[config.mk]
export PLATFORM = sky130hd
export DESIGN_NAME = sdram_sched_top
export DESIGN_NICKNAME = d
export VERILOG_FILES = /design/src/hw/sdram_geom_pkg.sv /design/src/hw/sdram_timing_pkg.sv /design/src/hw/sdram_sched_if.sv /design/src/hw/bank_tracker.sv /design/src/hw/cmd_sequencer.sv /design/src/hw/port_arbiter.sv /design/src/hw/read_return.sv /design/src/hw/refresh_timer.sv /design/src/hw/sdram_sched_top.sv
export SDC_FILE = /design/constraint.sdc
export NUM_CORES = 1
export LEC_CHECK = 0
export BUFFER_PORTS_ARGS = -buffer_cell sky130_fd_sc_hd__buf_4
export CORE_ASPECT_RATIO = 0.5
export CORE_MARGIN = 2
export CORE_UTILIZATION = 39
export DETAILED_ROUTE_END_ITERATION = 8
export PLACE_DENSITY = 0.63
export RECOVER_POWER = 25
export SKIP_LAST_GASP = 1
export SYNTH_ARGS = -nofsm -noshare
export SYNTH_HDL_FRONTEND = slang
export SYNTH_HIERARCHICAL = 1
export SYNTH_SLANG_ARGS = --single-unit
[constraint.sdc]
create_clock -name clk_i -period 4.4 [get_ports clk_i]
set_input_delay 0.22 -clock clk_i [delete_from_list [all_inputs] [get_ports clk_i]]
set_output_delay 0.22 -clock clk_i [all_outputs]
set_load 0.02 [all_outputs]
[src/hw/sdram_geom_pkg.sv]
`default_nettype none

package sdram_geom_pkg;

  // Requester side
  localparam int PORTS     = 2;
  localparam int PORT_BITS = $clog2(PORTS);

  // SDRAM geometry
  localparam int BA_BITS   = 2;
  localparam int BANKS     = 1 << BA_BITS;
  localparam int ROW_BITS  = 11;
  localparam int COL_BITS  = 8;
  localparam int ADDR_BITS = 11;
  localparam int DQ_BITS   = 16;

  // Address bit that turns PRE into PRE-all
  localparam int AP_BIT    = 10;

  // Command encoding is {RAS_n, CAS_n, WE_n}
  typedef enum logic [2:0] {
    CMD_NOP = 3'b111,
    CMD_ACT = 3'b011,
    CMD_RD  = 3'b101,
    CMD_WR  = 3'b100,
    CMD_PRE = 3'b010,
    CMD_REF = 3'b001
  } sdram_cmd_t;

endpackage : sdram_geom_pkg

`default_nettype wire

[src/hw/sdram_timing_pkg.sv]
`default_nettype none

package sdram_timing_pkg;

  // All values in clock cycles
  localparam int T_RCD        = 2;
  localparam int T_RP         = 2;
  localparam int T_RAS        = 5;
  localparam int T_RFC        = 7;
  localparam int CAS_LAT      = 2;
  localparam int T_REFI       = 200;
  localparam int REF_PEND_MAX = 4;

  // Counter widths
  localparam int TCNT_MAX  = (T_RAS > T_RFC) ? T_RAS : T_RFC;
  localparam int TCNT_BITS = $clog2(TCNT_MAX + 1);
  localparam int REFI_BITS = $clog2(T_REFI);
  localparam int PEND_BITS = $clog2(REF_PEND_MAX + 1) + 1;

endpackage : sdram_timing_pkg

`default_nettype wire

[src/hw/sdram_sched_if.sv]
`timescale 1ns/1ps
`default_nettype none

// Selected request towards the command sequencer
interface sched_req_if;
  import sdram_geom_pkg::*;

  logic                 valid;
  logic                 we;
  logic [PORT_BITS-1:0] port;
  logic [BA_BITS-1:0]   ba;
  logic [ROW_BITS-1:0]  row;
  logic [COL_BITS-1:0]  col;
  logic [DQ_BITS-1:0]   wdata;
  logic                 issue;

  modport arbiter   (output valid, we, port, ba, row, col, wdata, input issue);
  modport sequencer (input valid, we, port, ba, row, col, wdata, output issue);
endinterface : sched_req_if

// Bank commands in, per-bank state out
interface bank_if;
  import sdram_geom_pkg::*;

  logic                act;
  logic                pre;
  logic                pre_all;
  logic [BA_BITS-1:0]  ba;
  logic [ROW_BITS-1:0] row;
  logic [BANKS-1:0]    open;
  logic [ROW_BITS-1:0] open_row [BANKS];
  logic [BANKS-1:0]    act_ok;
  logic [BANKS-1:0]    rw_ok;
  logic [BANKS-1:0]    pre_ok;

  modport sequencer (output act, pre, pre_all, ba, row,
                     input open, open_row, act_ok, rw_ok, pre_ok);
  modport tracker   (input act, pre, pre_all, ba, row,
                     output open, open_row, act_ok, rw_ok, pre_ok);
endinterface : bank_if

`default_nettype wire

[src/hw/bank_tracker.sv]
`timescale 1ns/1ps
`default_nettype none

module bank_tracker (
  input  wire      clk_i,
  input  wire      rst_ni,
  bank_if.tracker  bank
);
  import sdram_geom_pkg::*;
  import sdram_timing_pkg::*;

  logic [BANKS-1:0]     act_sel;
  logic [BANKS-1:0]     pre_sel;
  logic [TCNT_BITS-1:0] rcd_cnt [BANKS];
  logic [TCNT_BITS-1:0] ras_cnt [BANKS];
  logic [TCNT_BITS-1:0] rp_cnt  [BANKS];

  // Load on command, else count down and stop at zero
  function automatic logic [TCNT_BITS-1:0] tick(input logic                 load,
                                                input logic [TCNT_BITS-1:0] val,
                                                input logic [TCNT_BITS-1:0] cnt);
    if (load)
      return val;
    else if (cnt != '0)
      return cnt - 1'b1;
    else
      return cnt;
  endfunction

  // Strobes decoded per bank
  assign act_sel = bank.act ? (BANKS'(1) << bank.ba) : '0;
  assign pre_sel = bank.pre_all ? '1 : (bank.pre ? (BANKS'(1) << bank.ba) : '0);

  ////////////////////////////////////////////////////////////////////////////
  // Bank state and timers
  ////////////////////////////////////////////////////////////////////////////

  always_ff @(posedge clk_i or negedge rst_ni)
  begin
    if (!rst_ni)
    begin
      bank.open <= '0;
      for (int b = 0; b < BANKS; b++)
      begin
        rcd_cnt[b] <= '0;
        ras_cnt[b] <= '0;
        rp_cnt[b]  <= '0;
      end
    end
    else
    begin
      bank.open <= (bank.open & ~pre_sel) | act_sel;
      for (int b = 0; b < BANKS; b++)
      begin
        rcd_cnt[b] <= tick(act_sel[b], TCNT_BITS'(T_RCD), rcd_cnt[b]);
        ras_cnt[b] <= tick(act_sel[b], TCNT_BITS'(T_RAS), ras_cnt[b]);
        rp_cnt[b]  <= tick(pre_sel[b], TCNT_BITS'(T_RP), rp_cnt[b]);
      end
    end
  end

  // Row captured at ACT, only meaningful while open
  always_ff @(posedge clk_i)
  begin
    for (int b = 0; b < BANKS; b++)
      if (act_sel[b])
        bank.open_row[b] <= bank.row;
  end

  always_comb
  begin
    for (int b = 0; b < BANKS; b++)
    begin
      bank.act_ok[b] = (rp_cnt[b] == '0);
      bank.rw_ok[b]  = (rcd_cnt[b] == '0);
      bank.pre_ok[b] = (ras_cnt[b] == '0);
    end
  end

endmodule : bank_tracker

`default_nettype wire

[src/hw/cmd_sequencer.sv]
`timescale 1ns/1ps
`default_nettype none

module cmd_sequencer (
  input  wire                                   clk_i,
  input  wire                                   rst_ni,
  sched_req_if.sequencer                        req,
  bank_if.sequencer                             bank,
  input  wire                                   ref_due_i,
  input  wire                                   ref_urgent_i,
  input  wire                                   rfc_ok_i,
  output logic                                  ref_issue_o,
  output logic                                  rd_issue_o,
  output logic [sdram_geom_pkg::PORT_BITS-1:0]  rd_port_o,
  output sdram_geom_pkg::sdram_cmd_t            sdram_cmd_o,
  output logic [sdram_geom_pkg::BA_BITS-1:0]    sdram_ba_o,
  output logic [sdram_geom_pkg::ADDR_BITS-1:0]  sdram_addr_o,
  output logic [sdram_geom_pkg::DQ_BITS-1:0]    sdram_dq_o,
  output logic                                  sdram_dqoe_o
);
  import sdram_geom_pkg::*;

  typedef enum logic {
    IDLE    = 1'b0,
    REFRESH = 1'b1
  } state_t;

  state_t               state;
  state_t               nxt_state;
  sdram_cmd_t           nxt_cmd;
  logic [ADDR_BITS-1:0] nxt_addr;
  logic                 all_idle;
  logic                 all_act_ok;
  logic                 row_hit;

  assign all_idle   = ~|bank.open;
  assign all_act_ok = &bank.act_ok;
  assign row_hit    = bank.open[req.ba] && (bank.open_row[req.ba] == req.row);

  // Bank address and row always follow the selected request
  assign bank.ba   = req.ba;
  assign bank.row  = req.row;
  assign rd_port_o = req.port;

  ////////////////////////////////////////////////////////////////////////////
  // Command decision
  ////////////////////////////////////////////////////////////////////////////

  always_comb
  begin
    nxt_state    = state;
    nxt_cmd      = CMD_NOP;
    nxt_addr     = '0;
    bank.act     = 1'b0;
    bank.pre     = 1'b0;
    bank.pre_all = 1'b0;
    req.issue    = 1'b0;
    ref_issue_o  = 1'b0;
    rd_issue_o   = 1'b0;

    case (state)
      IDLE:
        if (ref_urgent_i || (ref_due_i && !req.valid))
        begin
          // Close everything first, then refresh
          if (all_idle)
          begin
            if (all_act_ok && rfc_ok_i)
            begin
              nxt_cmd     = CMD_REF;
              ref_issue_o = 1'b1;
            end
          end
          else if (&bank.pre_ok)
          begin
            nxt_cmd          = CMD_PRE;
            nxt_addr[AP_BIT] = 1'b1;
            bank.pre_all     = 1'b1;
            nxt_state        = REFRESH;
          end
        end
        else if (req.valid && rfc_ok_i)
        begin
          if (row_hit)
          begin
            if (bank.rw_ok[req.ba])
            begin
              nxt_cmd    = req.we ? CMD_WR : CMD_RD;
              nxt_addr   = ADDR_BITS'(req.col);
              req.issue  = 1'b1;
              rd_issue_o = !req.we;
            end
          end
          else if (!bank.open[req.ba])
          begin
            if (bank.act_ok[req.ba])
            begin
              nxt_cmd  = CMD_ACT;
              nxt_addr = req.row;
              bank.act = 1'b1;
            end
          end
          else if (bank.pre_ok[req.ba])
          begin
            // Wrong row open, single bank precharge
            nxt_cmd  = CMD_PRE;
            bank.pre = 1'b1;
          end
        end

      REFRESH:
        if (all_act_ok && rfc_ok_i)
        begin
          nxt_cmd     = CMD_REF;
          ref_issue_o = 1'b1;
          nxt_state   = IDLE;
        end

      default: nxt_state = IDLE;
    endcase
  end

  ////////////////////////////////////////////////////////////////////////////
  // Registered SDRAM outputs
  ////////////////////////////////////////////////////////////////////////////

  always_ff @(posedge clk_i or negedge rst_ni)
  begin
    if (!rst_ni)
    begin
      state        <= IDLE;
      sdram_cmd_o  <= CMD_NOP;
      sdram_dqoe_o <= 1'b0;
    end
    else
    begin
      state        <= nxt_state;
      sdram_cmd_o  <= nxt_cmd;
      sdram_dqoe_o <= (nxt_cmd == CMD_WR);
    end
  end

  always_ff @(posedge clk_i)
  begin
    sdram_ba_o   <= req.ba;
    sdram_addr_o <= nxt_addr;
    sdram_dq_o   <= req.wdata;   // valid whenever dqoe is set
  end

endmodule : cmd_sequencer

`default_nettype wire

[src/hw/port_arbiter.sv]
`timescale 1ns/1ps
`default_nettype none

module port_arbiter (
  input  wire                                  clk_i,
  input  wire                                  rst_ni,
  input  wire                                  req_i   [sdram_geom_pkg::PORTS],
  input  wire                                  we_i    [sdram_geom_pkg::PORTS],
  input  wire  [sdram_geom_pkg::BA_BITS-1:0]   ba_i    [sdram_geom_pkg::PORTS],
  input  wire  [sdram_geom_pkg::ROW_BITS-1:0]  row_i   [sdram_geom_pkg::PORTS],
  input  wire  [sdram_geom_pkg::COL_BITS-1:0]  col_i   [sdram_geom_pkg::PORTS],
  input  wire  [sdram_geom_pkg::DQ_BITS-1:0]   wdata_i [sdram_geom_pkg::PORTS],
  output logic                                 rdy_o   [sdram_geom_pkg::PORTS],
  sched_req_if.arbiter                         req
);
  import sdram_geom_pkg::*;

  logic [PORTS-1:0]     req_m;
  logic [PORT_BITS-1:0] sel;

  // A port in its ready cycle is already served
  always_comb
  begin
    for (int p = 0; p < PORTS; p++)
      req_m[p] = req_i[p] & ~rdy_o[p];
  end

  // Port 0 wins, so scan downwards and keep the last hit
  always_comb
  begin
    sel = '0;
    for (int p = PORTS - 1; p >= 0; p--)
      if (req_m[p])
        sel = PORT_BITS'(p);
  end

  assign req.valid = |req_m;
  assign req.port  = sel;
  assign req.we    = we_i[sel];
  assign req.ba    = ba_i[sel];
  assign req.row   = row_i[sel];
  assign req.col   = col_i[sel];
  assign req.wdata = wdata_i[sel];

  // One-cycle ready, lines up with the RD/WR on the bus
  always_ff @(posedge clk_i or negedge rst_ni)
  begin
    if (!rst_ni)
    begin
      for (int p = 0; p < PORTS; p++)
        rdy_o[p] <= 1'b0;
    end
    else
    begin
      for (int p = 0; p < PORTS; p++)
        rdy_o[p] <= req.issue && (sel == PORT_BITS'(p));
    end
  end

endmodule : port_arbiter

`default_nettype wire

[src/hw/read_return.sv]
`timescale 1ns/1ps
`default_nettype none

module read_return (
  input  wire                                  clk_i,
  input  wire                                  rst_ni,
  input  wire                                  rd_issue_i,
  input  wire  [sdram_geom_pkg::PORT_BITS-1:0] rd_port_i,
  input  wire  [sdram_geom_pkg::DQ_BITS-1:0]   sdram_dq_i,
  output logic [sdram_geom_pkg::DQ_BITS-1:0]   rdq_o,
  output logic                                 rdqvalid_o [sdram_geom_pkg::PORTS]
);
  import sdram_geom_pkg::*;
  import sdram_timing_pkg::*;

  // Stage 0 is the newest read, stage CAS_LAT meets its data on the bus
  logic [CAS_LAT:0]     vld_q;
  logic [PORT_BITS-1:0] port_q [CAS_LAT+1];

  always_ff @(posedge clk_i or negedge rst_ni)
  begin
    if (!rst_ni)
    begin
      vld_q <= '0;
      for (int p = 0; p < PORTS; p++)
        rdqvalid_o[p] <= 1'b0;
    end
    else
    begin
      vld_q <= {vld_q[CAS_LAT-1:0], rd_issue_i};
      for (int p = 0; p < PORTS; p++)
        rdqvalid_o[p] <= vld_q[CAS_LAT] && (port_q[CAS_LAT] == PORT_BITS'(p));
    end
  end

  always_ff @(posedge clk_i)
  begin
    port_q[0] <= rd_port_i;
    for (int i = 1; i <= CAS_LAT; i++)
      port_q[i] <= port_q[i-1];
    rdq_o <= sdram_dq_i;
  end

endmodule : read_return

`default_nettype wire

[src/hw/refresh_timer.sv]
`timescale 1ns/1ps
`default_nettype none

module refresh_timer (
  input  wire   clk_i,
  input  wire   rst_ni,
  input  wire   ref_issue_i,
  output logic  ref_due_o,
  output logic  ref_urgent_o,
  output logic  rfc_ok_o
);
  import sdram_timing_pkg::*;

  logic [REFI_BITS-1:0] refi_cnt;
  logic                 expire;
  logic [PEND_BITS-1:0] pend;
  logic [PEND_BITS-1:0] pend_eff;
  logic [TCNT_BITS-1:0] rfc_cnt;

  assign expire = (refi_cnt == '0);

  // Expiry counts as pending in the same cycle
  assign pend_eff     = pend + PEND_BITS'(expire);
  assign ref_due_o    = (pend_eff != '0);
  assign ref_urgent_o = (pend_eff >= PEND_BITS'(REF_PEND_MAX));
  assign rfc_ok_o     = (rfc_cnt == '0);

  always_ff @(posedge clk_i or negedge rst_ni)
  begin
    if (!rst_ni)
    begin
      refi_cnt <= REFI_BITS'(T_REFI - 1);
      pend     <= '0;
      rfc_cnt  <= '0;
    end
    else
    begin
      refi_cnt <= expire ? REFI_BITS'(T_REFI - 1) : refi_cnt - 1'b1;

      // Expiry and service together leave the count alone
      case ({expire, ref_issue_i})
        2'b10:   pend <= pend + 1'b1;
        2'b01:   pend <= pend - 1'b1;
        default: pend <= pend;
      endcase

      if (ref_issue_i)
        rfc_cnt <= TCNT_BITS'(T_RFC);
      else if (!rfc_ok_o)
        rfc_cnt <= rfc_cnt - 1'b1;
    end
  end

endmodule : refresh_timer

`default_nettype wire

[src/hw/sdram_sched_top.sv]
`timescale 1ns/1ps
`default_nettype none

module sdram_sched_top (
  input  wire                                   clk_i,
  input  wire                                   rst_ni,
  input  wire                                   req_i      [sdram_geom_pkg::PORTS],
  input  wire                                   we_i       [sdram_geom_pkg::PORTS],
  input  wire  [sdram_geom_pkg::BA_BITS-1:0]    ba_i       [sdram_geom_pkg::PORTS],
  input  wire  [sdram_geom_pkg::ROW_BITS-1:0]   row_i      [sdram_geom_pkg::PORTS],
  input  wire  [sdram_geom_pkg::COL_BITS-1:0]   col_i      [sdram_geom_pkg::PORTS],
  input  wire  [sdram_geom_pkg::DQ_BITS-1:0]    wdata_i    [sdram_geom_pkg::PORTS],
  output logic                                  rdy_o      [sdram_geom_pkg::PORTS],
  output logic [sdram_geom_pkg::DQ_BITS-1:0]    rdq_o,
  output logic                                  rdqvalid_o [sdram_geom_pkg::PORTS],
  output sdram_geom_pkg::sdram_cmd_t            sdram_cmd_o,
  output logic [sdram_geom_pkg::BA_BITS-1:0]    sdram_ba_o,
  output logic [sdram_geom_pkg::ADDR_BITS-1:0]  sdram_addr_o,
  output logic [sdram_geom_pkg::DQ_BITS-1:0]    sdram_dq_o,
  output logic                                  sdram_dqoe_o,
  input  wire  [sdram_geom_pkg::DQ_BITS-1:0]    sdram_dq_i
);
  import sdram_geom_pkg::*;

  logic                 ref_due;
  logic                 ref_urgent;
  logic                 ref_issue;
  logic                 rfc_ok;
  logic                 rd_issue;
  logic [PORT_BITS-1:0] rd_port;

  sched_req_if u_req_if ();
  bank_if      u_bank_if ();

  port_arbiter u_port_arbiter (
    .clk_i   (clk_i),
    .rst_ni  (rst_ni),
    .req_i   (req_i),
    .we_i    (we_i),
    .ba_i    (ba_i),
    .row_i   (row_i),
    .col_i   (col_i),
    .wdata_i (wdata_i),
    .rdy_o   (rdy_o),
    .req     (u_req_if.arbiter)
  );

  bank_tracker u_bank_tracker (
    .clk_i  (clk_i),
    .rst_ni (rst_ni),
    .bank   (u_bank_if.tracker)
  );

  refresh_timer u_refresh_timer (
    .clk_i        (clk_i),
    .rst_ni       (rst_ni),
    .ref_issue_i  (ref_issue),
    .ref_due_o    (ref_due),
    .ref_urgent_o (ref_urgent),
    .rfc_ok_o     (rfc_ok)
  );

  cmd_sequencer u_cmd_sequencer (
    .clk_i        (clk_i),
    .rst_ni       (rst_ni),
    .req          (u_req_if.sequencer),
    .bank         (u_bank_if.sequencer),
    .ref_due_i    (ref_due),
    .ref_urgent_i (ref_urgent),
    .rfc_ok_i     (rfc_ok),
    .ref_issue_o  (ref_issue),
    .rd_issue_o   (rd_issue),
    .rd_port_o    (rd_port),
    .sdram_cmd_o  (sdram_cmd_o),
    .sdram_ba_o   (sdram_ba_o),
    .sdram_addr_o (sdram_addr_o),
    .sdram_dq_o   (sdram_dq_o),
    .sdram_dqoe_o (sdram_dqoe_o)
  );

  read_return u_read_return (
    .clk_i      (clk_i),
    .rst_ni     (rst_ni),
    .rd_issue_i (rd_issue),
    .rd_port_i  (rd_port),
    .sdram_dq_i (sdram_dq_i),
    .rdq_o      (rdq_o),
    .rdqvalid_o (rdqvalid_o)
  );

endmodule : sdram_sched_top

`default_nettype wire

==> out/qor.json <==
{
  "clock_network": {
    "postCtsSetupBuffers": 0,
    "cts_num_sinks": 159,
    "numCtsBuffers": 17,
    "clk_pin_slew_ns": 0.07,
    "ctsRootBufferMaster": "sky130_fd_sc_hd__clkbuf_16",
    "max-clock-path-buffers": 2,
    "insertion_delay_ns": 0.42,
    "clock_tree.htree_level_count": 4,
    "cts_tree": "built"
  },
  "synth": {
    "synth.yosys.seq_area_share_pct": 54.0,
    "synthTopCellsByArea": "sky130_fd_sc_hd__dfrtp_1 (20%), sky130_fd_sc_hd__edfxtp_1 (18%), sky130_fd_sc_hd__dfxtp_1 (13%)",
    "synth.avg_cell_area_um2": 12.8,
    "synth_net_count": 698,
    "number_of_enable_type_register_cells_in_the_synthesized_netlist": 44,
    "synth_top_cell_by_area": "sky130_fd_sc_hd__dfrtp_1",
    "post_synthesis_async_set_or_reset_flop_share_pct": 42.1,
    "yosysWarnings": 6,
    "netlist-cell-type-count": 67,
    "synth_flop_cell": "sky130_fd_sc_hd__dfrtp_1",
    "mappedNetlistArea_um2": 7350,
    "synthesis.instances": 572,
    "synth_seq_cells": 159,
    "synthDominantCellAreaShare_pct": 20.1
  },
  "routing": {
    "via_count": 4700,
    "final_antenna_net_count": 0,
    "detail_route.first_pass.iterations": 4,
    "routedWlPerCell_um": 14.9,
    "detail_route.drc_violations": 0,
    "wl_mm": 15.0,
    "detail_route.iter0.violations": 205,
    "post_drt_via_cell_ratio": 4.66
  },
  "layout": {
    "final_util_pct": 50.1,
    "syn2layout_area_growth_pct": 25.8,
    "insertedDiodeCount": 0,
    "post_route_cells_drive_above_1_share_pct": 31.3,
    "finalInstanceArea_um2": 9240,
    "final.fill_count": 1645,
    "nets": 863
  },
  "timing": {
    "timing.fmax_mhz": 243,
    "totalNegativeSetupSlack_ns": 0,
    "tightest_slew_margin_relative_to_the_limit_pct": -13.6,
    "rsz0062_at_grt": "false",
    "finalClockSkew_ns": 0.0132,
    "setup_viols_final": 0,
    "timing.final.ws_setup_ns": 0.289,
    "timing.final.crit_period_ns": 4.11,
    "hold_violations": 0,
    "final_min_period_over_clock_period_pct": 93.4,
    "timing.final.max_slew_violations": 68,
    "timing_worst_slew_pin_value_ns": 1.70
  },
  "global_routing": {
    "via_count_of_the_first_global_routing_pass": 4752,
    "number_of_antenna_violations_at_the_first_check_in_global_routing": 0,
    "grt_start_max_net_pins": 68,
    "grt_total_ovfl": 0,
    "grt_usage_pct": 15.6,
    "grt_pass1_wl_mm": 24.0
  },
  "pwr": {
    "pwr-share-seq_pct": 40.8,
    "power.static_leakage_nw": 4.20,
    "design_power_total_w": 0.00465,
    "clkPwrFrac_pct": 31.4,
    "powerDensity_nw_per_um2": 503,
    "power.share.switching_pct": 30.0,
    "cell_internal_pwr_w": 0.00325,
    "combPwrFrac_pct": 27.7,
    "power.net_switching_w": 0.00140,
    "worst_ir_drop_vdd_uv": 296
  },
  "critical_path": {
    "timing.critical_path.fanout_max": 6,
    "critPathRequiredTime_ns": 4.74,
    "arrival_ns": 4.45,
    "setup.worst_path.end_class": "flop",
    "critPathLaunchType": "flop",
    "worst-setup-path-type": "flop to flop"
  },
  "outcome": {
    "violations_in_the_final_reports": "max-capacitance violations, max-slew violations",
    "result_of_the_run": "finished, violations left"
  },
  "placement": {
    "dp_hpwl_mm": 10.6,
    "placed_area_um2": 8610,
    "globalplace.congestion": 0.743,
    "dp_slack_ns": 0.335,
    "place.port_buffers": 148
  },
  "floorplan": {
    "chipWidth_um": 198,
    "placeableCoreArea_um2": 18400,
    "floorplan.io_pins": 149,
    "floorplan.initialDensity_pct": 39.9,
    "std_cell_rows": 35,
    "die-height_um": 101,
    "floorplan_die_area_um2": 20000
  },
  "flow_run": {
    "maxCapViolations": 1
  },
  "min_path": {
    "worst_hold_class": "input port to flop"
  }
}
==> power by group through the flow <==
stage | registers (W) | logic [W] | clock network, W
floorplan | 0.00193 | 0.000980 | 0
global placement | 0.00192 | 0.00125 | 0
detailed placement | 0.00193 | 0.00131 | 0
CTS | 0.00190 | 0.00133 | 0.00150
global route | 0.00193 | 0.00148 | 0.00157
finish | 0.00190 | 0.00129 | 0.00146
==> cells by family after synthesis <==
kind of cell,after synthesis,synth area share [%]
buffers and inverters,76,5.48
XOR/XNOR,33,3.93
multiplexers,78,15.2
AND/OR/NAND/NOR,137,10.7
flip-flops,159,54.0
AO/OA/AOI/OAI,59,5.62
adder cells (fa/ha/maj),30,5.11
==> cells in the mapped netlist (5+ instances only) <==
| library cell | n |
|---|---|
| sky130_fd_sc_hd__mux2_2 | 9 |
| sky130_fd_sc_hd__nand2b_1 | 8 |
| sky130_fd_sc_hd__buf_4 | 15 |
| sky130_fd_sc_hd__mux2i_1 | 20 |
| sky130_fd_sc_hd__nand3_1 | 6 |
| sky130_fd_sc_hd__and2_1 | 6 |
| sky130_fd_sc_hd__inv_1 | 46 |
| sky130_fd_sc_hd__dfstp_2 | 8 |
| sky130_fd_sc_hd__a21oi_1 | 11 |
| sky130_fd_sc_hd__dfxtp_1 | 48 |
| sky130_fd_sc_hd__nor2b_2 | 7 |
| sky130_fd_sc_hd__dfrtp_1 | 59 |
| sky130_fd_sc_hd__edfxtp_1 | 44 |
| sky130_fd_sc_hd__nand2_1 | 24 |
| sky130_fd_sc_hd__buf_6 | 8 |
| sky130_fd_sc_hd__mux4_2 | 11 |
| sky130_fd_sc_hd__nor2_1 | 45 |
| sky130_fd_sc_hd__ha_1 | 30 |
| sky130_fd_sc_hd__xnor2_1 | 29 |
| sky130_fd_sc_hd__a21o_1 | 6 |
| sky130_fd_sc_hd__a22o_1 | 8 |
| sky130_fd_sc_hd__o21ai_0 | 9 |
| sky130_fd_sc_hd__mux2_4 | 37 |
| sky130_fd_sc_hd__a31oi_1 | 5 |
==> metal layers <==
layer / track usage [%] / share of wire (%)
met4: 4.51 / 0.68
met1: 21.1 / 47
met5: 0 / 0
met2: 25.3 / 49
met3: 3.55 / 3.7
==> path summary, 6_finish.rpt <==
path	from	endpoint	slack (ns)	cells after the start
worst min-delay path	wdata_i[7]	u_cmd_sequencer/sdram_dq_o[7]	0.02	2
min in group asynchronous	rst_ni	u_bank_tracker/ras_cnt[9]	0.76	2
worst max-delay path	u_refresh_timer/refi_cnt[0]	u_refresh_timer/pend[2]	0.29	17
max in group asynchronous	rst_ni	u_refresh_timer/pend[1]	2.59	2
worst max register to register	u_refresh_timer/refi_cnt[0]	u_refresh_timer/pend[2]	0.29	17
worst min register to register	u_read_return/port_q[0][0]	u_read_return/port_q[0][1]	0.33	0
==> through the flow <==
stage | hold slack, ns | cells
floorplan | -0.0756 | 572
global placement | 0.312 | 957
detailed placement | 0.312 | 957
CTS | 0.000498 | 1009
global route | 0.000304 | 1009
finish | 0.0188 | 1009
==> worst max-delay path, cell delays in order (launching register included) <==
cell and delay (ns):
sky130_fd_sc_hd__dfstp_1 0.39, sky130_fd_sc_hd__inv_1 0.06, sky130_fd_sc_hd__ha_1 0.21, sky130_fd_sc_hd__or4b_4 0.52, sky130_fd_sc_hd__and4bb_2 0.38, sky130_fd_sc_hd__ha_1 0.19
sky130_fd_sc_hd__nand2_1 0.08, sky130_fd_sc_hd__a211oi_1 0.32, sky130_fd_sc_hd__nor3_2 0.12, sky130_fd_sc_hd__a21o_1 0.19, sky130_fd_sc_hd__a21oi_1 0.12, sky130_fd_sc_hd__nor2_1 0.07
sky130_fd_sc_hd__ha_1 0.26, sky130_fd_sc_hd__xor2_1 0.18, sky130_fd_sc_hd__ha_1 0.21, sky130_fd_sc_hd__o31ai_1 0.32, sky130_fd_sc_hd__mux2i_1 0.26, sky130_fd_sc_hd__xnor2_1 0.13
==> sequential cells by signal (all words and copies together) (netlist names) <==
name / cells
u_refresh_timer/rfc_cnt: 3
u_bank_tracker/rp_cnt: 12
u_read_return/port_q: 3
u_refresh_timer/refi_cnt: 8
u_cmd_sequencer/sdram_cmd_o: 3
u_port_arbiter/rdy_o: 2
u_bank_tracker/rcd_cnt: 12
u_read_return/rdqvalid_o: 2
u_cmd_sequencer/sdram_addr_o: 11
u_bank_tracker/bank.open_row: 44
u_bank_tracker/ras_cnt: 12
u_cmd_sequencer/state: 1
u_bank_tracker/bank.open: 4
u_cmd_sequencer/sdram_dq_o: 16
u_read_return/vld_q: 3
u_cmd_sequencer/sdram_ba_o: 2
u_read_return/rdq_o: 16
u_refresh_timer/pend: 4
u_cmd_sequencer/sdram_dqoe_o: 1
==> layout by cell type, fill, tap and decap left out, drive strengths merged, types with 20 or more instances in the layout <==
master | synthesis | layout
buf | 24 | 92
clkbuf | 4 | 84
dfrtp | 59 | 59
inv | 48 | 52
dfxtp | 48 | 48
mux2 | 47 | 47
nor2 | 45 | 45
edfxtp | 44 | 44
ha | 30 | 30
xnor2 | 29 | 29
nand2 | 24 | 24
dlygate4sd3 | 0 | 20
mux2i | 20 | 20
==> final cells by class <==
class	instances	area [um^2]	share of cell area, %
clock inverter	10	90.1	0.975
inverter	48	180	1.95
clock buffer	22	507	5.48
multi-input combinational	337	2990	32.3
timing repair buffer	174	1180	12.8
sequential	159	3970	42.9
tap	259	324	3.51
==> what timing repair did <==
| item | CTS | global route |
|---|---|---|
| gates resized for setup | 0 | 1 |
| hold buffers | 20 | 0 |
| endpoints found under the setup margin | 0 | 1 |
| hold endpoints to repair | 77 | 0 |
(Power assumes the default switching activity.)
